[src/include/wsg_macros.svh]
////////////////////////////////////////
// Sizes of the wavetable sound generator.
// Only WSG_VOICES and WSG_TICK_DIV may be changed; the address map
// assumes a 9-bit CPU address and 8-bit CPU data.
////////////////////////////////////////
`ifndef WSG_MACROS_SVH
`define WSG_MACROS_SVH

// Number of wavetable voices
`define WSG_VOICES 3

// Phase accumulator and frequency increment
`define WSG_ACC_W 20

// CPU port
`define WSG_ADDR_W 9
`define WSG_DATA_W 8

// Eight waveforms of 32 nibbles
`define WSG_WAVE_DEPTH 256
`define WSG_SMP_DEPTH 64

`define WSG_TICK_DIV 32
`define WSG_SND_W 10

`endif

[src/design/wsgPkg.sv]
////////////////////////////////////////
// Types shared by the sound generator.
// Widths follow wsg_macros.svh.
////////////////////////////////////////
`include "wsg_macros.svh"

package wsgPkg;

	// Per-voice register fields
	typedef logic [`WSG_ACC_W-1:0] freqT;
	typedef logic [3:0] volT;
	typedef logic [2:0] waveSelT;

	// Waveform number in the top bits, phase in the low five
	typedef logic [$clog2(`WSG_WAVE_DEPTH)-1:0] waveAddrT;
	typedef logic [3:0] nibbleT;

	// Nibble times volume
	typedef logic [7:0] voiceOutT;

	// Mixed output toward the DAC
	typedef logic [`WSG_SND_W-1:0] sndT;

endpackage

[src/design/wsgVoice.sv]
////////////////////////////////////////
// One wavetable voice.
// Output is valid two clocks after the tick that advanced the phase.
////////////////////////////////////////
`timescale 1ns/1ps
`include "wsg_macros.svh"

module wsgVoice (
	input  logic CCLK,
	input  logic arstN,
	input  logic enable,
	input  logic tick,
	input  wsgPkg::freqT freq,
	input  wsgPkg::volT vol,
	input  wsgPkg::waveSelT waveSel,
	output wsgPkg::waveAddrT waveAddr,
	input  wsgPkg::nibbleT waveData,
	output wsgPkg::voiceOutT out,
	output logic outValid
);
	wsgPkg::freqT acc;
	logic lookup;

	// Accumulator wraps at 2^20 and is held at zero while disabled
	always_ff @(posedge CCLK or negedge arstN) begin
		if (!arstN) begin
			acc <= '0;
			lookup <= 1'b0;
			outValid <= 1'b0;
		end else if (!enable) begin
			acc <= '0;
			lookup <= 1'b0;
			outValid <= 1'b0;
		end else begin
			lookup <= tick;
			outValid <= lookup;
			if (tick)
				acc <= acc + freq;
		end
	end

	// Top five phase bits pick the entry within the selected waveform
	assign waveAddr = {waveSel, acc[`WSG_ACC_W-1 -: 5]};

	always_ff @(posedge CCLK) begin
		if (lookup)
			out <= waveData * vol;
	end

endmodule

[config.mk]
export PLATFORM = sky130hd
export DESIGN_NAME = wsgVoice
export DESIGN_NICKNAME = d
export VERILOG_FILES = /design/src/design/wsgPkg.sv /design/src/design/wsgVoice.sv
export VERILOG_INCLUDE_DIRS = /design/src /design/src/include
export SDC_FILE = /design/constraint.sdc
export NUM_CORES = 1
export LEC_CHECK = 0
export BUFFER_PORTS_ARGS = -buffer_cell sky130_fd_sc_hd__buf_2
export CORE_MARGIN = 5
export CORE_UTILIZATION = 42
export DETAILED_ROUTE_END_ITERATION = 16
export GPL_TIMING_DRIVEN = 0
export PLACE_DENSITY = 0.72
export REMOVE_ABC_BUFFERS = 1
export SYNTH_ARGS = -nofsm -noshare
export SYNTH_HDL_FRONTEND = slang
export SYNTH_SLANG_ARGS = --single-unit
[constraint.sdc]
create_clock -name CCLK -period 7 [get_ports CCLK]
set_input_delay 1.4 -clock CCLK [delete_from_list [all_inputs] [get_ports CCLK]]
set_output_delay 1.4 -clock CCLK [all_outputs]
set_load 0.01 [all_outputs]
* After elaboration in Yosys (flattened, before gate mapping)
Cells that the tools add are included.
Word-level totals: output and inout port bits 17, flip-flop bits (word level) 30, word-level logic and storage cells 11, input port bits 35
Operators by class: $add $sub $neg 1, eq/ne operators 1, $mul 1, mux-type cells 4
Operators by type and width (number):
- $mux 20 | 2
- $add 20x20->20 | 1
- $mul 4x4->8 | 1
- $mux 1 | 2
- $ne 2x1->1 const B | 1

* Longest topological paths before layout
depth in word-level cells 3, mapped depth 10

* Worst setup path after synthesis
Ideal clock, no wire load.
path kind input to register, from input waveData[0], to register out[7], data pin, data arrival time 3.480 ns, cell stages on the path 10, buffers on the path 0, setup slack 3.262 ns, data required time 6.742 ns, cell sequence nand2_1 > fa_1 > inv_1 > fa_1 > ha_1 > a21o_1 > a21oi_1 > o21bai_1 > a21oi_1 > xnor2_1
On the way: longest elaborated chain between the ends 1
Ends and longest elaborated chain:
- from (decl) | RTL line wsgVoice.sv:17 | input wsgPkg::nibbleT waveData,
- $mul 4x4->8 | RTL line wsgVoice.sv:47 | out <= waveData * vol;
- to (signal assigned) | RTL line wsgVoice.sv:47
- to (decl) | RTL line wsgVoice.sv:18 | output wsgPkg::voiceOutT out,
Every way passes these cells. A chain may end at the register's enable or synchronous reset.

* Worst setup path after layout
from input vol[3], to register out[7], data pin
On the way: longest elaborated chain between the ends 1
Ends and longest elaborated chain:
- from (decl) | RTL line wsgVoice.sv:14 | input wsgPkg::volT vol,
- $mul 4x4->8 | RTL line wsgVoice.sv:47
Every way passes these cells.

==> summary.txt <==
Timing
  • Post-route clock period utilization: 0.523
  • Final count of hold timing violations: 0
  • Final setup violation count: 0
  • Transition time at the pin with the least slew margin: approximately 0.50 ns
  • Highest attainable clock frequency: between 200 and 300 MHz
  • Final setup skew: ~0.0075 ns
  • Remaining max-slew budget at the tightest pin: 0.667
  • RSZ-0062 raised after global routing: no
  • Final worst path period need: around 3.7 ns
  • Final Slew Violations: 0
  • Smallest setup slack after layout: approximately 3.3 ns
  • Setup TNS Final: 0 ns

Floorplanning
  • Effective utilization at floorplan: 0.432
  • Die ar.: about 0.0078 mm²
  • Die Height: approximately 88 µm
  • Boundary pin count: 52
  • Die outline width: about 88 µm
  • # rows: 28
  • Core region area: just under 0.006 mm²

Logic synthesis
  • Synth top area cells: dfrtp_1 22%, ha_1 15%, edfxtp_1 9.4%, xnor2_1 5.1%, mux2i_1 5.1%
  • Warnings, synthesis: 0
  • Sequential fraction of the synthesis area: 0.309
  • Mapped Cells: roughly 270
  • Cell type with the largest total area after synthesis: dfrtp_1
  • Post-synthesis cell type count: 48
  • Most numerous cell types in the synthesized netlist: 31 x ha_1, 31 x nand2_1, 22 x dfrtp_1
  • Most frequently used flop master after synthesis: dfrtp_1
  • Synthesized area: about 0.0026 mm²
  • Synth Area per Inst: between 9 and 10 µm²
  • Area share of the leading cell type in the synthesized netlist: 0.215
  • Fraction of registers with async set/reset: 0.733
  • Synthesized flop and latch total: 30
  • Number of enable flip-flop cells after synthesis: 8

Global route
  • Grt ovf: 0
  • Met1 Resource Use GR: 0.169
  • GR met3 Demand/Resource: 0.0320
  • Initial antenna violation count: 0
  • Vias in the first global route: ~2000
  • Highest-utilization routing layer at the global route stage: met2
  • Met2 layer usage reported by global route: 0.242
  • Largest net degree at the start of global routing: 23
  • Wire length of the first global-routing pass: ~8600 µm
  • All-Layer GR Usage: 0.140

Placement
  • Post-placement cell count: about 370
  • Number of buffer cells added on primary ports: 45
  • RePlAce Congestion: a little under 0.9
  • Minimum setup slack after placement: approximately 3.0 ns
  • Dpl cell area: around 0.0028 mm²
  • HPWL after detailed placement: 4040 µm

Critical path
  • WP data arrival: 3.70 ns
  • Setup CP Type: input pin to flip-flop
  • Required time of the critical path: ~7.0 ns
  • Worst setup EP type: flip-flop
  • Kind of start point of the critical path: input pin
  • CP max FO: 4

Power and ir drop
  • Static leakage: approximately 1.5 nW
  • Worst vdd ir: between 0.08 and 0.09 mV
  • Power density over the cells: ~210 mW/mm²
  • Total power draw: between 0.6 and 0.7 mW

Run status
  • Outcome: finished clean

Drt
  • TritonRoute pass-1 iters: 4
  • Routed wire length: 5030 µm
  • Antenna-violating nets left: 0
  • Total DRC errors in the routed layout: 0
  • Routed len/inst: between 10 and 15 µm
  • Routed via count: between 1500 and 2000
  • Vias per inst: 5.12
  • Number of DRC violations after detailed-routing iteration 0: 60

Clock network
  • Num CTS Buffers: 5
  • Clock latency on the worst-skew pair: 0.28 ns
  • CTS root buf: clkbuf_8
  • Number of buffers on the longest clock path: 2
  • CTS tree: yes
  • Level count of the clock H-tree: 2
  • Setup bufs post-CTS: 0
  • Total number of clock tree sinks: 30
  • Clock-pin transition on the worst setup and hold timing paths: 0.06 ns
  • Post-cts gate resize count: 0
  • Number of hold-repair buffers added at the cts stage: 0

Final layout
  • Fraction of layout cells with a size suffix above 1: 0.203
  • Area Overhead vs Synth: 12.0%
  • Number of filler cells placed in the layout: about 570
  • Number of antenna cells inserted: 0
  • Post-route design area: roughly 0.0029 mm²
  • Final instance count without filler cells: between 300 and 400
  • Layout net count: between 300 and 400

Run
  • Maximum Capacitance Violations: 0

Hold path
  • Tightest Hold Check Type: flip-flop to flip-flop
==> layout make-up <==
class	instances	area (µm²)	area share
multi-input combinational	208	1610	0.563
clock inverter	2	15.0	0.00524
inverter	15	56.3	0.0196
clock buffer	6	72.6	0.0253
tap	75	93.8	0.0327
sequential	30	791	0.276
timing repair buffer	45	225	0.0786
==> per-stage QoR <==
stage | hold slack (ns) | utilization
after detailed placement | 0.482 | 0.469
after global routing | 0.528 | 0.484
after global placement | 0.473 | 0.469
final | 0.487 | 0.484
after CTS | 0.497 | 0.484
after floorplan | 0.454 | -
==> placed cells by master, fill, tap and decap left out, types with 2 or more instances in the layout <==
cell,synthesis,layout
a211o_1,2,2
a21o_1,8,8
a21oi_1,19,19
a21oi_2,4,4
a31oi_1,4,4
and2_1,11,11
buf_2,0,45
clkbuf_8,0,5
clkinvlp_4,0,2
dfrtp_1,22,22
edfxtp_1,8,8
fa_1,5,5
ha_1,31,31
inv_1,15,15
mux2i_1,13,13
nand2_1,31,31
nand2b_1,2,2
nand3b_1,2,2
nand4_1,4,4
nor2_1,5,5
nor2b_1,10,10
nor3_1,4,4
o211a_1,3,3
o21ai_0,9,9
o21ai_1,2,2
o21bai_1,2,2
xnor2_1,15,15
xor2_1,4,4
==> final timing paths <==
path,startpoint,end,slack (ns),depth (start not counted)
worst min register to register,acc[14]$_DFFE_PN0P_,acc[14]$_DFFE_PN0P_,0.49,2
worst min-delay path,acc[14]$_DFFE_PN0P_,acc[14]$_DFFE_PN0P_,0.49,2
worst max register to register,acc[0]$_DFFE_PN0P_,acc[18]$_DFFE_PN0P_,4.55,9
min in group asynchronous,arstN,acc[4]$_DFFE_PN0P_,1.07,1
max in group asynchronous,arstN,acc[1]$_DFFE_PN0P_,5.58,1
worst max-delay path,vol[3],out[7]$_DFFE_PP_,3.34,11
==> layer usage <==
metal / share of wire / vias up
li1: - / 1008
met1: 0.45 / 894
met2: 0.48 / 42
met3: 0.061 / 7
met4: 0.013 / 0
met5: 0 / -
==> report_power, final <==
group	internal (mW)	switching (mW)	total (mW)
Combinational	0.114	0.134	0.248
Sequential	0.204	0.0127	0.217
Clock	0.0699	0.0694	0.139
Total	0.388	0.216	0.604
==> worst max-delay path, stage by stage <==
cell and delay, ns:
buf_2 0.10, nand2_1 0.07, fa_1 0.53, inv_1 0.05
fa_1 0.49, ha_1 0.31, a21o_1 0.18, a21oi_1 0.21
o21bai_1 0.10, a21oi_1 0.18, xnor2_1 0.08
==> sequential cells by signal, summed over array words and instances, names as in the netlist <==
| register | flops |
|---|---|
| acc | 20 |
| out | 8 |
| lookup | 1 |
| outValid | 1 |
==> cell families (layout without fill, tap and decap cells) <==
group | count (synthesis) | count (layout) | synth area share
AOI/OAI and AO/OA | 64 | 64 | 0.170
DFF | 30 | 30 | 0.309
adders and majority gates | 36 | 36 | 0.191
and+or+nand+nor | 76 | 76 | 0.154
muxes | 13 | 13 | 0.0509
buffers and inverters | 30 | 68 | 0.0606
xor gates and xnor gates | 19 | 19 | 0.0650
Power figures use the tool's default switching activity.
