## config.mk

```make
export PLATFORM = sky130hd
export DESIGN_NAME = wsgMixer
export DESIGN_NICKNAME = d
export VERILOG_FILES = /design/src/design/wsgPkg.sv /design/src/design/wsgMixer.sv
export VERILOG_INCLUDE_DIRS = /design/src /design/src/include
export SDC_FILE = /design/constraint.sdc
export NUM_CORES = 1
export LEC_CHECK = 0
export BUFFER_PORTS_ARGS = -buffer_cell sky130_fd_sc_hd__buf_2
export CAP_MARGIN = 15
export CORE_ASPECT_RATIO = 1.75
export CORE_UTILIZATION = 35
export DETAILED_ROUTE_END_ITERATION = 8
export HOLD_SLACK_MARGIN = 0.08
export MAX_ROUTING_LAYER = met4
export PLACE_DENSITY = 0.74
export SLEW_MARGIN = 20
export SYNTH_ARGS = -nofsm -noshare
export SYNTH_HDL_FRONTEND = slang
export SYNTH_SLANG_ARGS = --single-unit
```

## constraint.sdc

```tcl
create_clock -name CCLK -period 2 [get_ports CCLK]
set_clock_uncertainty 0.15 [all_clocks]
set_input_delay 0.4 -clock CCLK [delete_from_list [all_inputs] [get_ports CCLK]]
set_output_delay 0.4 -clock CCLK [all_outputs]
set_load 0.01 [all_outputs]
```

## src/include/wsg_macros.svh

```systemverilog
////////////////////////////////////////
// Sizes of the wavetable sound generator.
// Only WSG_VOICES and WSG_TICK_DIV may be changed; the address map
// assumes a 9-bit CPU address and 8-bit CPU data.
////////////////////////////////////////
`ifndef WSG_MACROS_SVH
`define WSG_MACROS_SVH

// Number of wavetable voices
`define WSG_VOICES 3

// Phase accumulator and frequency increment
`define WSG_ACC_W 20

// CPU port
`define WSG_ADDR_W 9
`define WSG_DATA_W 8

// Eight waveforms of 32 nibbles
`define WSG_WAVE_DEPTH 256
`define WSG_SMP_DEPTH 64

`define WSG_TICK_DIV 32
`define WSG_SND_W 10

`endif

```

## src/design/wsgPkg.sv

```systemverilog
////////////////////////////////////////
// Types shared by the sound generator.
// Widths follow wsg_macros.svh.
////////////////////////////////////////
`include "wsg_macros.svh"

package wsgPkg;

	// Per-voice register fields
	typedef logic [`WSG_ACC_W-1:0] freqT;
	typedef logic [3:0] volT;
	typedef logic [2:0] waveSelT;

	// Waveform number in the top bits, phase in the low five
	typedef logic [$clog2(`WSG_WAVE_DEPTH)-1:0] waveAddrT;
	typedef logic [3:0] nibbleT;

	// Nibble times volume
	typedef logic [7:0] voiceOutT;

	// Mixed output toward the DAC
	typedef logic [`WSG_SND_W-1:0] sndT;

endpackage

```

## src/design/wsgMixer.sv

```systemverilog
////////////////////////////////////////
// Voice and sample mixer with the DAC-side four-phase handshake.
// A sum that finds the handshake busy is lost and sets overrun.
////////////////////////////////////////
`timescale 1ns/1ps
`include "wsg_macros.svh"

module wsgMixer (
	input  logic CCLK,
	input  logic arstN,
	input  logic enable,
	input  wsgPkg::voiceOutT [`WSG_VOICES-1:0] voiceOut,
	input  logic [`WSG_VOICES-1:0] voiceValid,
	input  logic [`WSG_DATA_W-1:0] smpOut,
	input  logic smpValid,
	output logic sndReq,
	output wsgPkg::sndT sndData,
	input  logic sndAck,
	output logic overrun
);
	wsgPkg::sndT sum;
	logic idle;
	logic sumReady;

	// Worst case 3 * 225 + 255 still fits in ten bits
	always_comb begin
		sum = wsgPkg::sndT'(smpOut);
		for (int v = 0; v < `WSG_VOICES; v++)
			sum = sum + wsgPkg::sndT'(voiceOut[v]);
	end

	assign idle = !sndReq && !sndAck;
	assign sumReady = smpValid || (|voiceValid);

	always_ff @(posedge CCLK or negedge arstN) begin
		if (!arstN) begin
			sndReq <= 1'b0;
			overrun <= 1'b0;
		end else begin
			if (sumReady && idle)
				sndReq <= 1'b1;
			else if (sndReq && sndAck)
				sndReq <= 1'b0;
			// Sticky until the CPU disables the generator
			if (!enable)
				overrun <= 1'b0;
			else if (sumReady && !idle)
				overrun <= 1'b1;
		end
	end

	always_ff @(posedge CCLK) begin
		if (sumReady && idle)
			sndData <= sum;
	end

endmodule

```

-- After elaboration in Yosys (flattened, before gate mapping)
Cells that the tools add are included.
- flip-flop bits (word level): 12
- latch bits: 0
- bits in writable memories: 0
- bits in read-only memories: 0
- input bits: 40
- output and inout bits: 12
- logic and storage cells: 21
- memories: 0
- add/sub/neg operators: 3
- $mul: 0
- div/mod/pow operators: 0
- magnitude comparators: 0
- equality and inequality tests: 1
- shift operators: 0
- mux-type cells: 4
- bitwise logic cells: 0
- reduce and logical (&&, ||, !) cells: 10
- operators by type and width (operator ; number):
    $add A10 B8 Y10 ; 1
    $add A9 B8 Y10 ; 1
    $add A8 B8 Y9 ; 1
    $logic_and A1 B1 Y1 ; 4
    $mux W1 ; 4
    $logic_not A1 Y1 ; 3
    $reduce_or A3 Y1 ; 1
    $ne A2 B1 Y1 const B ; 1
    $reduce_bool A2 Y1 ; 1
    $logic_or A1 B1 Y1 ; 1

-- Longest topological paths before layout
- word-level depth: 6
- gate-level depth with buffers: 9
- gate-level depth less buffers: 9

-- Worst setup path after synthesis
Ideal clock, no wire load.
- kind: input to register
- start: input voiceOut[1] (netlist bit)
- end: register sndData[9], data pin
- library setup time: 259 ps
- arrival: 2503 ps
- data required time: 1591 ps
- path slack: -911 ps
- stages on the path: 9
- path through: inv_1 > fa_1 > inv_1 > fa_1 > ha_1 > fa_1 > a21oi_1 > o211a_1 > o21ai_1
- word-level cells in the longest chain between the ends: 3
- ends and longest elaborated chain (item ; RTL line ; RTL):
    start: declaration ; wsgMixer.sv:12 ; input wsgPkg::voiceOutT [`WSG_VOICES-1:0] voiceOut,
    $add A8 B8 Y9 ; wsgMixer.sv:29 ; sum = sum + wsgPkg::sndT'(voiceOut[v]);
    $add A9 B8 Y10 ; wsgMixer.sv:29 ;
    $add A10 B8 Y10 ; wsgMixer.sv:29 ;
    named net sum[9] ; wsgMixer.sv:21 ; wsgPkg::sndT sum;
    end signal: assignment ; wsgMixer.sv:54 ; sndData <= sum;
    end: declaration ; wsgMixer.sv:17 ; output wsgPkg::sndT sndData,
The timed path passes the listed nets, and every way through them passes these cells.
A chain may end at the register's enable or synchronous reset.

-- Worst setup path after layout
- start: input voiceOut[1] (netlist bit)
- end: register sndData[5], data pin
The elaborated chain is that of the path after synthesis.

==> out/results.tsv <==
metric	value	unit
ys_async_sr_fraction	16.7	%
r2r-end	sndData[7]	
min_to	overrun	
drc	0	
max_freq	372	MHz
maxSlewHeadroom	51.2	%
clock_latency	0.23	ns
grt.overflow.total	0	
cp.arrival	2.51	ns
ys_seq_area_share	29.4	%
worst_slack	-0.688	ns
worstSetupPathType	in -> reg	
start_util	37.1	%
synth_top_area_cell	fa_1	
first_pass_iters	2	
crit_fanout	2	
grt_max_degree	11	
clk_pin_slew	0.05	ns
final_nets	253	
hp-class	in -> reg	
critPathLaunchType	input pin	
fin_crit_sh	134	%
synth_edf_count	10	
fin_area	0.00183	mm^2
clockBufferDepth	2	
htree_levels	1	
antenna_cells	0	
viasPerCell	4.40	
violations	setup timing	
combPwrFrac	60.8	%
stdcell_count	230	
p_sw_share	35.4	%
synthDistinctLibCells	25	
p_leak	0.913	nW
drtIter0Drc	22	
postRouteAntennaNets	0	
holdPathStages	2	
seqPwrFrac	24.6	%
syn_area	0.00119	mm^2
drv_cap	0	
ff2ff_path_depth	1	
cts_tree	yes	
core_area	0.00321	mm^2
drive_gt1_share	50.3	%
syn_area_per_cell	10.0	um^2
synth_top_cells_by_count	inv_1, fa_1, edfxtp_1	
min-delay-start	enable	
yosysTopAreaCellShare	26.9	%
synth_nets	184	
p_total	0.00147	W
vdd_drop_max	0.449	mV
synthToLayoutAreaGrowth	54.0	%
worst_slew_pin_slew	0.728	ns
worstPathRequired	1.83	ns
synthCells	119	
finalMaxSlewViolations	0	
period_needed	2.69	ns
port_buffers	51	
cts_made_buffers	3	
place_area	0.00169	mm^2
synth_most_common_cell	inv_1	
power.internal	0.000952	W
track_usage	16.6	%
finalSetupTns	-4.86	ns
grt_antenna_before_repair	0	
ys.flop_type	edfxtp_1	
dpl_worst_slack	-1.01	ns
yosys_warnings	0	
grt_pass1_wl	4350	um
reg2reg_from	sndReq	
clockRootBuffer	clkbuf_8	
cts.sinks	12	
cp-end-kind	flip-flop	
p_sw	0.000522	W
r2r_slack	0.46	ns
synth-seq-cells	12	
dp.cells	221	
wl_per_cell	10.9	um
die_h	79.2	um
power.density	803	mW/mm^2
die_area	0.00365	mm^2
routed_wl	2500	um
hold_viol	0	
vias	1011	
placementRows	27	
ios	52	
grt_pass1_vias	1172	
power_frac_clock	14.5	%
die_w	46.1	um
place_congestion	0.724	
finalSetupViolations	9	
status	finished with violations	
yosys-top-cells-area	fa_1, edfxtp_1, inv_1, ha_1, dfrtp_1	
rsz0062_at_grt	true	
dpl.hpwl	2130	um
-- registers in the layout, indices dropped and copies added (netlist names) --
signal and flops:
sndData 10, overrun 1, sndReq 1
-- what timing repair did --
action,in CTS,in global routing
pin swaps,10,4
endpoints found under the setup margin,9,9
gates resized for setup,11,6
hold buffers,1,0
cloned,0,0
endpoints found under the hold margin,2,0
buffers inserted,2,3
-- layer usage --
| metal | GRT usage [%] | vias up | part of all wire, % |
|---|---|---|---|
| met5 | - | - | 0 |
| li1 | - | 500 | - |
| met4 | 7.94 | 0 | 1.7 |
| met2 | 35.1 | 43 | 62 |
| met1 | 11.7 | 464 | 32 |
| met3 | 1.14 | 4 | 4.4 |
-- stage by stage --
stage | hold slack (ns) | util [%]
floorplan | -0.0456 | -
global placement | 0.0336 | 52.6
detailed placement | 0.0378 | 52.7
CTS | 0.243 | 56.2
global route | 0.255 | 57.2
finish | 0.244 | 57.2
-- layout by cell type (no fill, tap or decap), types with 2 or more instances in the layout --
cell / netlist / final
buf_2: 0 / 48
inv_1: 44 / 36
fa_1: 16 / 14
buf_4: 0 / 10
edfxtp_1: 10 / 10
inv_2: 0 / 6
ha_4: 0 / 6
buf_6: 0 / 4
a21oi_2: 1 / 3
nand2_1: 4 / 3
nor2b_1: 3 / 3
nor3_1: 4 / 3
clkbuf_8: 0 / 3
inv_8: 0 / 2
a21oi_4: 0 / 2
a21oi_1: 6 / 2
xnor2_1: 2 / 2
xor2_1: 2 / 2
nor2_1: 2 / 2
fa_2: 0 / 2
ha_1: 9 / 2
dfrtp_1: 2 / 2
-- worst max-delay path by stage --
| stage | startpoint | to | cells after the start |
|---|---|---|---|
| after floorplan | voiceOut[1] | sndData[9] | 9 |
| final | voiceOut[1] | sndData[5] | 10 |
| after global placement | voiceOut[1] | sndData[9] | 10 |
| after global routing | voiceOut[1] | sndData[7] | 10 |
| after detailed placement | voiceOut[1] | sndData[9] | 10 |
| after CTS | voiceOut[1] | sndData[9] | 10 |
-- critical path, stage by stage --
cell and delay, ns:
buf_8 0.08, inv_8 0.02, fa_1 0.54, inv_2 0.04
fa_2 0.46, ha_4 0.19, fa_2 0.34, a21oi_2 0.17
o21bai_1 0.11, xor2_1 0.15
-- power groups by stage --
stage,registers (W),clock network (W),logic (W)
2_1_floorplan,0.000392,0,0.000550
3_3_place_gp,0.000366,0,0.000768
3_5_place_dp,0.000368,0,0.000822
4_1_cts,0.000364,0.000222,0.000870
5_1_grt,0.000367,0.000235,0.00100
6_report,0.000363,0.000214,0.000896
-- area by class of cell --
cell class / instances / area (um^2)
multi-input cells: 63 / 820
well taps: 43 / 53.8
clock buffers: 4 / 45.0
repair buffers: 64 / 385
flip-flops and latches: 12 / 350
fillers: 274 / 1380
inverters: 44 / 180
-- cell families after synthesis --
logic type,count (synthesis),synth area share [%]
AND/OR/NAND/NOR,19,8.82
AO/OA/AOI/OAI,14,7.77
adder cells (fa/ha/maj),25,36.3
flip-flops,12,29.4
multiplexers,1,0.840
XOR/XNOR,4,2.94
buffers and inverters,44,13.9
Note: power is estimated with default switching activity, not from simulation.
