==> config.mk <==
export PLATFORM = sky130hd
export DESIGN_NAME = wsgSamplePlayer
export DESIGN_NICKNAME = d
export VERILOG_FILES = /design/src/design/wsgSamplePlayer.sv
export VERILOG_INCLUDE_DIRS = /design/src /design/src/include
export SDC_FILE = /design/constraint.sdc
export NUM_CORES = 1
export LEC_CHECK = 0
export BUFFER_PORTS_ARGS = -buffer_cell sky130_fd_sc_hd__buf_2
export CAP_MARGIN = 20
export CORE_MARGIN = 5
export CORE_UTILIZATION = 45
export CTS_BUF_LIST = sky130_fd_sc_hd__clkbuf_4 sky130_fd_sc_hd__clkbuf_8
export DETAILED_ROUTE_END_ITERATION = 12
export SYNTH_ARGS = -nofsm -noshare
export SYNTH_HDL_FRONTEND = slang
export SYNTH_SLANG_ARGS = --single-unit
==> constraint.sdc <==
create_clock -name CCLK -period 6.8 [get_ports CCLK]
set_clock_uncertainty 0.05 [all_clocks]
set_input_delay 0.34 -clock CCLK [delete_from_list [all_inputs] [get_ports CCLK]]
set_output_delay 0.34 -clock CCLK [all_outputs]
set_load 0.03 [all_outputs]
==> src/include/wsg_macros.svh <==
////////////////////////////////////////
// Sizes of the wavetable sound generator.
// Only WSG_VOICES and WSG_TICK_DIV may be changed; the address map
// assumes a 9-bit CPU address and 8-bit CPU data.
////////////////////////////////////////
`ifndef WSG_MACROS_SVH
`define WSG_MACROS_SVH

// Number of wavetable voices
`define WSG_VOICES 3

// Phase accumulator and frequency increment
`define WSG_ACC_W 20

// CPU port
`define WSG_ADDR_W 9
`define WSG_DATA_W 8

// Eight waveforms of 32 nibbles
`define WSG_WAVE_DEPTH 256
`define WSG_SMP_DEPTH 64

`define WSG_TICK_DIV 32
`define WSG_SND_W 10

`endif

==> src/design/wsgSamplePlayer.sv <==
////////////////////////////////////////
// One-shot sample memory and player.
// A bang may be armed while disabled; playback waits for the first tick.
////////////////////////////////////////
`timescale 1ns/1ps
`include "wsg_macros.svh"

module wsgSamplePlayer (
	input  logic CCLK,
	input  logic arstN,
	input  logic enable,
	input  logic tick,
	input  logic bang,
	input  logic smpWe,
	input  logic [$clog2(`WSG_SMP_DEPTH)-1:0] smpAddr,
	input  logic [`WSG_DATA_W-1:0] smpWData,
	output logic [`WSG_DATA_W-1:0] smpRData,
	output logic [`WSG_DATA_W-1:0] out,
	output logic outValid
);
	localparam int PW = $clog2(`WSG_SMP_DEPTH);

	logic [`WSG_DATA_W-1:0] mem [`WSG_SMP_DEPTH];
	logic armed;
	logic playing;
	logic useSmp;
	logic lookup;
	logic [PW-1:0] pos;
	logic [PW-1:0] curIdx;

	always_ff @(posedge CCLK) begin
		if (smpWe)
			mem[smpAddr] <= smpWData;
	end

	assign smpRData = mem[smpAddr];

	always_ff @(posedge CCLK or negedge arstN) begin
		if (!arstN) begin
			armed <= 1'b0;
			playing <= 1'b0;
			useSmp <= 1'b0;
			lookup <= 1'b0;
			pos <= '0;
			curIdx <= '0;
			outValid <= 1'b0;
		end else if (!enable) begin
			// Armed state survives so a bang can precede enable
			armed <= armed || bang;
			playing <= 1'b0;
			useSmp <= 1'b0;
			lookup <= 1'b0;
			pos <= '0;
			outValid <= 1'b0;
		end else begin
			lookup <= tick;
			outValid <= lookup;
			if (tick) begin
				useSmp <= armed || playing;
				if (armed || playing) begin
					curIdx <= pos;
					if (!playing)
						armed <= 1'b0;
					if (pos == PW'(`WSG_SMP_DEPTH - 1)) begin
						playing <= 1'b0;
						pos <= '0;
					end else begin
						playing <= 1'b1;
						pos <= pos + 1'b1;
					end
				end
			end
			if (bang)
				armed <= 1'b1;
		end
	end

	// Idle level is mid-scale
	always_ff @(posedge CCLK) begin
		if (lookup)
			out <= useSmp ? mem[curIdx] : 8'd128;
	end

endmodule

---- Yosys cells after proc, flatten, opt, wreduce, memory -nomap -nowiden ----
Memories as Yosys holds them, arrays and structs flattened. A register that Yosys moved wholly into a read port is not among the register bits.
Index checks and enable logic that the tools add are counted.
word-level totals
  register bits ........................... 17
  latch bits .............................. 0
  RAM bits ................................ 512
  memory bits (read-only) ................. 0
  bits of input ports ..................... 20
  output and inout port bits .............. 17
  word-level logic and storage cells ...... 40
  memories ................................ 1
memories
  name  words  width  read ports  clocked after Yosys merged registers in  wr ports  RTL line               source
  mem   64     8      2           1                                        1         wsgSamplePlayer.sv:23  logic [`WSG_DATA_W-1:0] mem [`WSG_SMP_DEPTH];
cells by class
  $add $sub $neg .......................... 1
  $mul .................................... 0
  div/mod/pow operators ................... 0
  $lt $le $gt $ge ......................... 0
  equality and inequality tests ........... 6
  shift operators ......................... 0
  mux-type cells .......................... 19
  bitwise logic cells ..................... 0
  reductions and logical operators ........ 6
operator list
  cell                                                                      count
  6-bit two-way mux                                                         4
  1-bit two-way mux                                                         15
  6-bit by 1-bit adder with 6-bit output (second input constant)            1
  6-bit equality test (second input constant)                               1
  3-bit by 1-bit inequality test with 1-bit output (second input constant)  2
  3-bit AND reduction                                                       2
  2-bit by 1-bit inequality test with 1-bit output (second input constant)  2
  3-bit inequality test (second input constant)                             1
  1-bit logical OR                                                          2
  2-bit AND reduction                                                       1
  1-bit logical NOT                                                         1

---- Logic depth before layout (Yosys ltp) ----
  word-level depth ........................ 5
  depth in mapped cells ................... 10
  depth with buffers taken out ............ 6

---- Worst setup path after synthesis ----
Ideal clock, no wire load.
  path kind ............................... input -> output
  start point ............................. in smpAddr[1]
  end point ............................... out smpRData[4]
  arrival time ............................ 2.256 ns
  data required time ...................... 6.410 ns
  setup slack ............................. 4.154 ns
  stages on the path ...................... 8
  buffers on the path ..................... 3
  cells stage by stage .................... buf_2 > buf_2 > buf_2 > mux4_2 > mux2i_1 > o22ai_1 > a211oi_1 > nand4_1
between the ends
  longest elaborated chain between the ends .. 1
RTL lines
  element                 RTL line               source
  start: declaration      wsgSamplePlayer.sv:15  input logic [$clog2(`WSG_SMP_DEPTH)-1:0] smpAddr,
  memory read 64 x 8 bit  --
  end: declaration        wsgSamplePlayer.sv:17  output logic [`WSG_DATA_W-1:0] smpRData,
No other way between the ends.

---- Final worst setup path ----
  start point ............................. in smpAddr[2]
  end point ............................... out smpRData[0]
The elaborated chain is that of the path after synthesis.

==> summary.txt <==
Logic synthesis
  – YS warnings: 0
  – Syn Inst Count: 1,472
  – Post-synthesis sequential area ratio: 0.642
  – Mapped Area: 25,000 µm²
  – Syn avg cell area: roughly 17 µm²
  – Post-synth top flop: edfxtp_1
  – Cell variety after synth: 58
  – Syn nets: 1,493
  – EDFF count, synth: 520
  – Ys async rst share: 0.0317
  – Seq cells post-synth: 537

Floorplanning
  – I/O pin total: 37
  – Die span in x: 246 µm
  – Initial Util: 0.453
  – Core ar.: 55,100 µm²
  – Area of the die: 60,300 µm²
  – # rows: 86
  – Die Ht: around 250 µm

Placed design
  – Port-buffer cells: 36
  – Post-detail-place hpwl: 52,500 µm
  – Placer congestion estimate: 0.919
  – Area of placed instances: roughly 26,000 µm²
  – Dpl ws: 2.91 ns

Setup path
  – Critical path class: primary input to primary output
  – Crit path launch type: primary input
  – Worst R2R Setup Slack: slightly above 3 ns
  – Worst setup path end: smpRData[0]
  – Worst R2R Path Depth: 6
  – R2R Path Start: curIdx[0]
  – Critical R2R Capture: out[2]
  – Max FO, Critical Path: between 50 and 60
  – Worst setup EP type: primary output
  – CP required: 6.41 ns
  – CP arrival: 3.61 ns
  – Critical Path Source: smpAddr[2]

Detailed routing
  – Detail-routed net length per standard cell: 34.9 µm
  – Top sig layer: met5
  – DRT iter0 DRCs: 2,532
  – DRT met1 WL: 31,400 µm
  – Vias per cell: 6.86
  – Met2 WL post-DR: 37,500 µm
  – Met3 WL: 10,100 µm
  – Via count: 16,201
  – Routed wire length: just over 80,000 µm
  – Post-DRT Antenna Nets: 0
  – Drt drc: 0
  – Drt pass-1 iters: 5

CTS
  – Skew-Pair Late Insertion Delay: 0.69 ns
  – Post-cts sizing count: 0
  – Total CTS buffers: 91
  – Clk buf depth: 3
  – Clock transition at the registers of the reported paths: approximately 0.060 ns
  – CTS tree: built
  – Root buffer cell: clkbuf_8
  – Max H-tree Level: 3
  – CTS sink count: 537
  – Post-CTS setup buffers: 0
  – Hold buffer count at CTS: 6

Global route
  – Largest net degree at the start of global routing: 81
  – Global-route wire length before repair: 118,000 µm
  – Initial antenna violation count: 3
  – GRT overflow: 0
  – Vias in the first global route: 16,065
  – All-Layer GR Usage: 0.272

Timing
  – Slew Viols, Final: 0
  – Worst-margin pin slew: between 1 and 1.5 ns
  – Fin. Hold Viols: 0
  – RSZ-0062 raised after global routing: false
  – Fmax: between 0.2 and 0.3 GHz
  – Slew Limit Headroom: 0.230
  – Post-layout min period: approximately 4 ns
  – Setup Viol. Count Final: 0
  – Setup TNS: 0 ns
  – PnR worst setup slack: 2.80 ns
  – Final worst-path cycle share: 0.588

Power
  – Max rail drop VDD: 0.000185 V
  – P_leak: 8.69 nW
  – Cell Pwr Density: 277 nW/µm²

Cells and area
  – Share of layout cells above drive strength 1: 0.298
  – # fillers: 4,572
  – Reg area: between 15,000 and 20,000 µm²
  – Most common cell after layout, fill and taps aside: edfxtp_1
  – Commonest non-fill, non-tap cells in the layout: 520 x edfxtp_1, 179 x mux4_2, 102 x nor2_1
  – Syn-to-layout area delta: 12.2%
  – Multi-input combinational cell area: 8360 µm²
  – Layout Cell Area excl Fill: 28,000 µm²
  – Final #Nets: 1,555

Min path
  – HP Class: primary input to asynchronous set/reset pin

Run status
  – Outcome: complete, no violations

Flow run
  – Max cap viols: 0
[logic make-up after synthesis]
kind of cell               after synthesis  synth area share
adders and majority gates                1          0.000501
AOI/OAI and AO/OA                      276            0.0806
muxes                                  274             0.203
xor gates and xnor gates                 2          0.000701
and+or+nand+nor                        260            0.0498
buffers and inverters                  122            0.0237
DFF                                    537             0.642
[Yosys cell counts, types with 8 or more instances]
cell type	count	area, µm²
a211oi_1	9	67.6
a21oi_1	21	105
a221o_1	9	90.1
a221oi_1	60	526
a22oi_1	47	353
a32oi_1	8	70.1
buf_1	9	33.8
buf_2	38	190
buf_4	13	97.6
clkbuf_1	49	184
dfrtp_1	17	425
edfxtp_1	520	15600
mux2_2	64	721
mux2i_1	31	310
mux4_2	179	4030
nand2_1	51	191
nand3_1	22	110
nor2_1	104	390
nor2b_1	22	138
o21ai_0	38	190
o22ai_1	39	244
[how the worst min path moves through the flow]
| stage | startpoint | end | slack (ns) | depth (start not counted) |
|---|---|---|---|---|
| CTS | arstN | pos[1] | 0.05 | 2 |
| floorplan | arstN | armed | -0.006 | 0 |
| global placement | arstN | pos[1] | 0.23 | 1 |
| finish | arstN | curIdx[4] | 0.08 | 2 |
| global route | smpWData[0] | mem[45][0] | 0.06 | 1 |
| detailed placement | arstN | pos[1] | 0.23 | 1 |
[critical path, stage by stage]
cell	delay, ns
buf_4	0.66
buf_4	0.42
nor2_2	0.24
buf_4	0.30
a221oi_1	0.31
o22ai_1	0.17
a22o_1	0.26
or4_1	0.59
buf_2	0.22
[per-stage QoR]
stage                     hold slack (ns)  instances  total power, mW  utilization
after CTS                          0.0498       2357             7.79        0.508
after global routing               0.0645       2359             8.00        0.509
after floorplan                  -0.00559       1472             4.32            -
final                              0.0797       2360             7.78        0.509
after global placement              0.229       2179             4.60        0.470
after detailed placement            0.232       2182             4.61        0.471
[layer usage]
metal,up-vias,track usage
met3,210,0.0679
met4,2,0.111
met2,1219,0.410
met5,-,0
li1,6363,-
met1,8407,0.383
[power by group]
group | switching [mW] | internal (mW) | leakage [nW]
combinational | 0.504 | 0.354 | 2.75
sequential | 0.0390 | 3.66 | 4.90
clock | 1.35 | 1.87 | 1.04
[flip-flops by register name, indices dropped and copies added, names as in the netlist]
register  flops
outValid      1
lookup        1
out           8
playing       1
armed         1
pos           6
mem         512
useSmp        1
curIdx        6
[layout make-up]
type | count | share of cell area
diodes | 2 | 0.000179
inverters | 7 | 0.000938
flip-flops and latches | 537 | 0.573
multi-input cells | 813 | 0.298
clock inverters | 54 | 0.0195
well taps | 748 | 0.0334
repair buffers | 84 | 0.0229
clock buffers | 115 | 0.0520
No activity file was read; power rests on OpenSTA's default activity.
