`src/include/wsg_macros.svh`:
```
////////////////////////////////////////
// Sizes of the wavetable sound generator.
// Only WSG_VOICES and WSG_TICK_DIV may be changed; the address map
// assumes a 9-bit CPU address and 8-bit CPU data.
////////////////////////////////////////
`ifndef WSG_MACROS_SVH
`define WSG_MACROS_SVH

// Number of wavetable voices
`define WSG_VOICES 3

// Phase accumulator and frequency increment
`define WSG_ACC_W 20

// CPU port
`define WSG_ADDR_W 9
`define WSG_DATA_W 8

// Eight waveforms of 32 nibbles
`define WSG_WAVE_DEPTH 256
`define WSG_SMP_DEPTH 64

`define WSG_TICK_DIV 32
`define WSG_SND_W 10

`endif

```
`src/design/wsgPkg.sv`:
```
////////////////////////////////////////
// Types shared by the sound generator.
// Widths follow wsg_macros.svh.
////////////////////////////////////////
`include "wsg_macros.svh"

package wsgPkg;

	// Per-voice register fields
	typedef logic [`WSG_ACC_W-1:0] freqT;
	typedef logic [3:0] volT;
	typedef logic [2:0] waveSelT;

	// Waveform number in the top bits, phase in the low five
	typedef logic [$clog2(`WSG_WAVE_DEPTH)-1:0] waveAddrT;
	typedef logic [3:0] nibbleT;

	// Nibble times volume
	typedef logic [7:0] voiceOutT;

	// Mixed output toward the DAC
	typedef logic [`WSG_SND_W-1:0] sndT;

endpackage

```
`src/design/wsgRegFile.sv`:
```
////////////////////////////////////////
// CPU register file, waveform RAM and sample tick divider.
// One access per four-phase req/ack cycle; ack follows req by one clock.
////////////////////////////////////////
`timescale 1ns/1ps
`include "wsg_macros.svh"

module wsgRegFile (
	input  logic CCLK,
	input  logic arstN,
	input  logic cpuReq,
	input  logic cpuWrite,
	input  logic [`WSG_ADDR_W-1:0] cpuAddr,
	input  logic [`WSG_DATA_W-1:0] cpuWData,
	output logic cpuAck,
	output logic [`WSG_DATA_W-1:0] cpuRData,
	output wsgPkg::freqT [`WSG_VOICES-1:0] freq,
	output wsgPkg::volT [`WSG_VOICES-1:0] vol,
	output wsgPkg::waveSelT [`WSG_VOICES-1:0] waveSel,
	input  wsgPkg::waveAddrT [`WSG_VOICES-1:0] waveAddr,
	output wsgPkg::nibbleT [`WSG_VOICES-1:0] waveData,
	output logic tick,
	output logic enable,
	output logic bang,
	output logic smpWe,
	output logic [$clog2(`WSG_SMP_DEPTH)-1:0] smpAddr,
	output logic [`WSG_DATA_W-1:0] smpWData,
	input  logic [`WSG_DATA_W-1:0] smpRData
);
	localparam int DivW = $clog2(`WSG_TICK_DIV);

	logic access;
	logic wrAccess;
	logic isWave;
	logic isVoice;
	logic isCtrl;
	logic isBang;
	logic isSmp;
	logic [2:0] voiceIdx;
	logic [`WSG_DATA_W-1:0] rdMux;
	logic [DivW-1:0] divCnt;
	wsgPkg::nibbleT waveMem [`WSG_WAVE_DEPTH];

	// Access happens on the edge that raises ack
	assign access = cpuReq && !cpuAck;
	assign wrAccess = access && cpuWrite;

	assign voiceIdx = cpuAddr[4:2];
	assign isWave = (cpuAddr[8] == 1'b0);
	assign isVoice = (cpuAddr[8:5] == 4'b1000) && (voiceIdx < `WSG_VOICES);
	assign isCtrl = (cpuAddr == 9'h120);
	assign isBang = (cpuAddr == 9'h121);
	assign isSmp = (cpuAddr[8:6] == 3'b101);

	always_ff @(posedge CCLK or negedge arstN) begin
		if (!arstN) begin
			cpuAck <= 1'b0;
			cpuRData <= '0;
		end else begin
			cpuAck <= cpuReq;
			if (access && !cpuWrite)
				cpuRData <= rdMux;
		end
	end

	always_ff @(posedge CCLK or negedge arstN) begin
		if (!arstN) begin
			freq <= '0;
			vol <= '0;
			waveSel <= '0;
			enable <= 1'b0;
			bang <= 1'b0;
		end else begin
			bang <= wrAccess && isBang;
			if (wrAccess && isCtrl)
				enable <= cpuWData[0];
			if (wrAccess && isVoice) begin
				case (cpuAddr[1:0])
					2'd0: freq[voiceIdx][7:0] <= cpuWData;
					2'd1: freq[voiceIdx][15:8] <= cpuWData;
					2'd2: freq[voiceIdx][19:16] <= cpuWData[3:0];
					default: begin
						vol[voiceIdx] <= cpuWData[3:0];
						waveSel[voiceIdx] <= cpuWData[6:4];
					end
				endcase
			end
		end
	end

	always_ff @(posedge CCLK) begin
		if (wrAccess && isWave)
			waveMem[cpuAddr[7:0]] <= cpuWData[3:0];
	end

	// Bang and holes in the map read as zero
	always_comb begin
		rdMux = '0;
		if (isWave) begin
			rdMux[3:0] = waveMem[cpuAddr[7:0]];
		end else if (isVoice) begin
			case (cpuAddr[1:0])
				2'd0: rdMux = freq[voiceIdx][7:0];
				2'd1: rdMux = freq[voiceIdx][15:8];
				2'd2: rdMux[3:0] = freq[voiceIdx][19:16];
				default: rdMux[6:0] = {waveSel[voiceIdx], vol[voiceIdx]};
			endcase
		end else if (isCtrl) begin
			rdMux[0] = enable;
		end else if (isSmp) begin
			rdMux = smpRData;
		end
	end

	// Divider sits at zero until enable, first tick a full period later
	always_ff @(posedge CCLK or negedge arstN) begin
		if (!arstN) begin
			divCnt <= '0;
			tick <= 1'b0;
		end else if (!enable) begin
			divCnt <= '0;
			tick <= 1'b0;
		end else begin
			tick <= (divCnt == DivW'(`WSG_TICK_DIV - 1));
			if (divCnt == DivW'(`WSG_TICK_DIV - 1))
				divCnt <= '0;
			else
				divCnt <= divCnt + 1'b1;
		end
	end

	always_comb begin
		for (int v = 0; v < `WSG_VOICES; v++)
			waveData[v] = waveMem[waveAddr[v]];
	end

	assign smpWe = wrAccess && isSmp;
	assign smpAddr = cpuAddr[$bits(smpAddr)-1:0];
	assign smpWData = cpuWData;

endmodule

```
`config.mk`:
```
export PLATFORM = sky130hd
export DESIGN_NAME = wsgRegFile
export DESIGN_NICKNAME = d
export VERILOG_FILES = /design/src/design/wsgPkg.sv /design/src/design/wsgRegFile.sv
export VERILOG_INCLUDE_DIRS = /design/src /design/src/include
export SDC_FILE = /design/constraint.sdc
export NUM_CORES = 2
export LEC_CHECK = 0
export BUFFER_PORTS_ARGS = -buffer_cell sky130_fd_sc_hd__buf_2
export CAP_MARGIN = 30
export CORE_UTILIZATION = 58
export DETAILED_ROUTE_END_ITERATION = 8
export PLACE_DENSITY = 0.78
export SYNTH_ARGS = -nofsm -noshare
export SYNTH_HDL_FRONTEND = slang
export SYNTH_SLANG_ARGS = --single-unit
```
`constraint.sdc`:
```
create_clock -name CCLK -period 3.7 [get_ports CCLK]
set_input_delay 0.74 -clock CCLK [delete_from_list [all_inputs] [get_ports CCLK]]
set_output_delay 0.74 -clock CCLK [all_outputs]
set_load 0.02 [all_outputs]
```
# ---- Word-level counts from Yosys, hierarchy flattened
# Memory sizes are Yosys's and may differ from the RTL's.
# Cells that the tools add are included.
dict set report word_totals {
  ff_bits 98
  mem_bits_rw 1024
  inputBits 53
  mem_count 1
}
dict set report op_classes {
  add_sub_neg 1
  magnitude_cmp 3
  eq_ne 7
  muxes 36
  bitwise 2
  n_reduce_logical 17
}
# memory words word_bits read_ports rd_clocked_by_memory_dff write_ports line_no
set mem_list {}
lappend mem_list {waveMem 256 4 4 0 1 wsgRegFile.sv:42} ;# wsgPkg::nibbleT waveMem [`WSG_WAVE_DEPTH];
# cell n
set op_table {}
lappend op_table {{60-bit bitwise mux} 3}
lappend op_table {{60-bit one-hot mux with 3 select lines} 1}
lappend op_table {{20-bit demux with 2-bit select} 3}
lappend op_table {{20-bit binary-select mux with 2-bit select} 1}
lappend op_table {{20-bit 2-to-1 mux} 2}
lappend op_table {{8-bit 2-to-1 mux} 3}
lappend op_table {{9-bit equality test (second input constant)} 2}
lappend op_table {{16-bit 2-to-1 mux} 1}
lappend op_table {{4-bit 2-to-1 mux} 4}
lappend op_table {{12-bit bitwise mux} 1}
lappend op_table {{4-bit one-hot mux with 3 select lines} 1}
lappend op_table {{1-bit logical AND} 10}
lappend op_table {{5-bit 2-to-1 mux} 2}
lappend op_table {{9-bit bitwise mux} 1}
lappend op_table {{3-bit one-hot mux with 3 select lines} 1}
lappend op_table {{4-bit binary-select mux with 2-bit select} 1}
lappend op_table {{4-bit demux with 2-bit select} 1}
lappend op_table {{7-bit 2-to-1 mux} 1}
lappend op_table {{3-bit binary-select mux with 2-bit select} 1}
lappend op_table {{3-bit demux with 2-bit select} 1}
lappend op_table {{3-bit 2-to-1 mux} 2}
lappend op_table {{5-bit by 1-bit adder with 5-bit output (second input constant)} 1}
lappend op_table {{5-bit equality test (second input constant)} 1}
lappend op_table {{4-bit equality test (second input constant)} 1}
lappend op_table {{other kinds (14)} 20}

# ---- Logic depth before layout (Yosys ltp)
dict set report logic_depth {
  word_depth 6
  mapped_depth 16
  depth_no_buf 9
}

# ---- Worst setup path after synthesis
# No wires, ideal clock.
dict set report synth_timing {
  path_type {in2out}
  startpoint {in waveAddr[17] in the netlist's numbering}
  endpoint {out waveData[10] in the netlist's numbering}
  t_arrival_ps 3377
  t_required_ps 2960
  path_slack_ps -417
  stages 8
  path_buffers 3
  cell_sequence {buf_1 clkbuf_1 buf_1 mux4_2 mux4_2 a22oi_1 a21oi_1 or4_1}
}
# item line_no
set synth_rtl {}
lappend synth_rtl {{from (decl)} wsgRegFile.sv:20} ;# input wsgPkg::waveAddrT [`WSG_VOICES-1:0] waveAddr,
lappend synth_rtl {{to (decl)} wsgRegFile.sv:21} ;# output wsgPkg::nibbleT [`WSG_VOICES-1:0] waveData,

==> results.toml <==
[clock_tree]
clock-sinks = 1122
htree_levels = 3
clock_path_buffers = 3
clkSlewWorstSetupHoldPaths_ps = 60
numCtsBuffers = 117
cts_tree = "built"
clock_latency_ps = 790
cts_root_buffer = "clkbuf_16"

[yosys]
post-synth-top-count-cell = "mux4_2"
synth_cell_types = 64
syn-mean-instance-area_um2 = 17.8
async_reset_ff_frac = 0.0873
yosysTopAreaCellShare = 0.442
synth_top_cells_by_count = "1,196 x mux4_2, 1,024 x edfxtp_1, 307 x nor2_1"
synth_top_area_cell = "edfxtp_1"
postSynthRegisterBits = 1122
synthFlopType = "edfxtp_1"
yosys_warnings = 0
ys_seq_area_frac = 0.477
synthTopCellsByArea = "edfxtp_1 44%, mux4_2 39%, dfrtp_1 3.5%, mux2i_1 1.7%, nor2_1 1.7%"
synthCells = 3901
synth_edf_count = 1024
syn-cell-area_um2 = 69500
synth_nets = 3961

[pwr]
p_switching_mw = 8.84
ir_worst_vdd_mv = 0.588
pwr-share-seq = 0.441
pwr-share-comb = 0.181
total_power_mw = 32.5
p_int_mw = 23.6
swShare = 0.272
p_clk_frac = 0.378
power.leakage_nw = 26.8
p_per_area_nw_per_um2 = 399

[timing]
worst_slew_pin_slew_ps = 972
holdWs_ps = 85.9
hold_viol = 0
final.min_clock_period_ps = 4560
fin_skew_ps = 46.6
rsz0062_at_grt = "yes"
max_freq_mhz = 219
max_slew_margin = 0.351
setup_viol = 12
drv_slew = 0
worst_slack_ps = -861
finalSetupTns_ps = -9420
post-route-period-util = 1.23

[drt]
wire_per_inst_um = 43.1
routed_wl_mm = 261
drc = 0
vias = 50300
drt_iter0_drc = 9856
drt_pass1_iterations = 9
via_per_inst = 8.30
drtAntennaViolNets = 0

[floorplan]
core_um2 = 118000
ios = 173
die_x_um = 348
die-area_um2 = 121000
die_y_um = 348
initial_utilization = 0.587
num_rows = 126

[cells_and_area]
fin_nets = 4412
final_cells = 6060
nFillCells = 7534
drive_gt1_frac = 0.502
fin_util = 0.687
final_area_um2 = 81400
syn2layout_area_growth_pct = 17.0

[setup_path]
arrival_ps = 3820
rr_worst_depth = 5
cp_max_fo = 12
worst-setup-path-type = "input pin to output pin"
worst_setup_path_end_kind = "output pin"
crit_required_ps = 2960
crit_path_start_kind = "input pin"

[place]
gp_congestion = 1.07
dp.cells = 5806
port_buffers = 172
hpwlAfterDp_mm = 185
dpl_cell_area_um2 = 76400
post-place-ws_ps = -1100

[global_route]
grtUsageTotal = 0.435
grt_pass1_vias = 48600
antenna_found_initial = 20
grt_max_degree = 154
grt-ovfl-total = 0
grt_pass1_wl_mm = 366

[status]
outcome = "finished with violations"
violations = "negative setup slack"

[run]
drv_cap = 0

[min_path]
hold_depth = 1
min_path_type = "input pin to flip-flop"
## flip-flops by register name, summed over array words and instances, names as in the netlist
| signal | flops |
|---|---|
| bang | 1 |
| cpuRData | 8 |
| divCnt | 5 |
| freq | 60 |
| cpuAck | 1 |
| enable | 1 |
| vol | 12 |
| waveMem | 1024 |
| waveSel | 9 |
| tick | 1 |
## layer usage
metal	vias up	wire length [µm]	track usage
li1	18200	-	-
met1	25500	80900	0.554
met2	5364	115000	0.630
met3	1183	43400	0.167
met4	30	21000	0.274
met5	-	473	0.0176
## power groups by stage
stage / Clock [mW] / Sequential [mW] / Combinational, mW
after detailed placement: 0 / 14.6 / 5.47
after global routing: 12.7 / 14.3 / 5.97
after floorplan: 0 / 14.7 / 2.98
after CTS: 12.2 / 14.3 / 5.63
after global placement: 0 / 14.5 / 5.43
final: 12.3 / 14.3 / 5.87
## path summary, 6_finish.rpt
| path | start | end | slack, ps |
|---|---|---|---|
| worst max-delay path | waveAddr[16] | waveData[10] | -860 |
| worst min-delay path | cpuReq | cpuAck$_DFF_PN0_ | 90 |
| worst max register to register | waveMem[183][3]$_DFFE_PP_ | cpuRData[3]$_DFFE_PN0P_ | 690 |
| worst min register to register | divCnt[0]$_DFF_PN0_ | divCnt[0]$_DFF_PN0_ | 480 |
| max in group asynchronous | arstN | cpuRData[0]$_DFFE_PN0P_ | 2710 |
| min in group asynchronous | arstN | freq[55]$_DFFE_PN0P_ | 380 |
## layout by cell type (no fill, tap or decap), types with 10 or more instances in the layout
master        n
buf_12      122
nor2_1      305
a22oi_1      96
edfxtp_1   1024
or4_4        12
and2_1       15
buf_2       139
nand3_1      29
buf_16       16
nor3_1       18
a22oi_2      16
clkbuf_16   122
bufinv_16    14
o21ai_0      29
clkinv_2     18
clkinv_1     20
nor2b_1      22
buf_4       427
buf_6        31
mux2i_1     121
a21oi_1      69
mux2_2       27
clkbuf_1     22
a31oi_1      10
a22o_1      112
a211oi_1     13
nand2b_1     17
mux4_2     1196
nand2_1      89
nand4_1      12
a221oi_1     11
dfrtp_1      98
## critical path, cell delays in order
cell and delay [ps]:
buf_12 170, buf_16 200, buf_12 170, mux4_2 510, mux4_2 580, a22oi_1 390, a21oi_2 200, or4_4 640
buf_6 170
## timing repair
action	in CTS	in global routing
gates cloned	4	3
pin swaps	9	7
endpoints found under the hold margin	12	0
buffers inserted	9	10
resized for setup	86	32
endpoints found under the setup margin	12	12
hold buffers	1	0
## cell type report
| class | count | area [µm²] | share of cell area |
|---|---|---|---|
| clock inverter | 76 | 843 | 0.0104 |
| tap | 1600 | 2000 | 0.0246 |
| sequential | 1122 | 33200 | 0.408 |
| inverter | 6 | 23.8 | 0.000292 |
| clock buffer | 142 | 3070 | 0.0378 |
| timing repair buffer | 752 | 7460 | 0.0917 |
| multi-input combinational | 2353 | 34700 | 0.427 |
| antenna | 9 | 22.5 | 0.000277 |
## kinds of logic (layout without fill, tap and decap cells)
logic type | Yosys count | after routing | share of synthesized area
xor gates and xnor gates | 2 | 2 | 0.000252
DFF | 1122 | 1122 | 0.477
adders and majority gates | 7 | 7 | 0.00126
muxes | 1344 | 1344 | 0.409
other | 0 | 9 | 0
AOI/OAI and AO/OA | 438 | 438 | 0.0464
buffers and inverters | 426 | 976 | 0.0295
and+or+nand+nor | 562 | 562 | 0.0360
(Power assumes the default switching activity.)
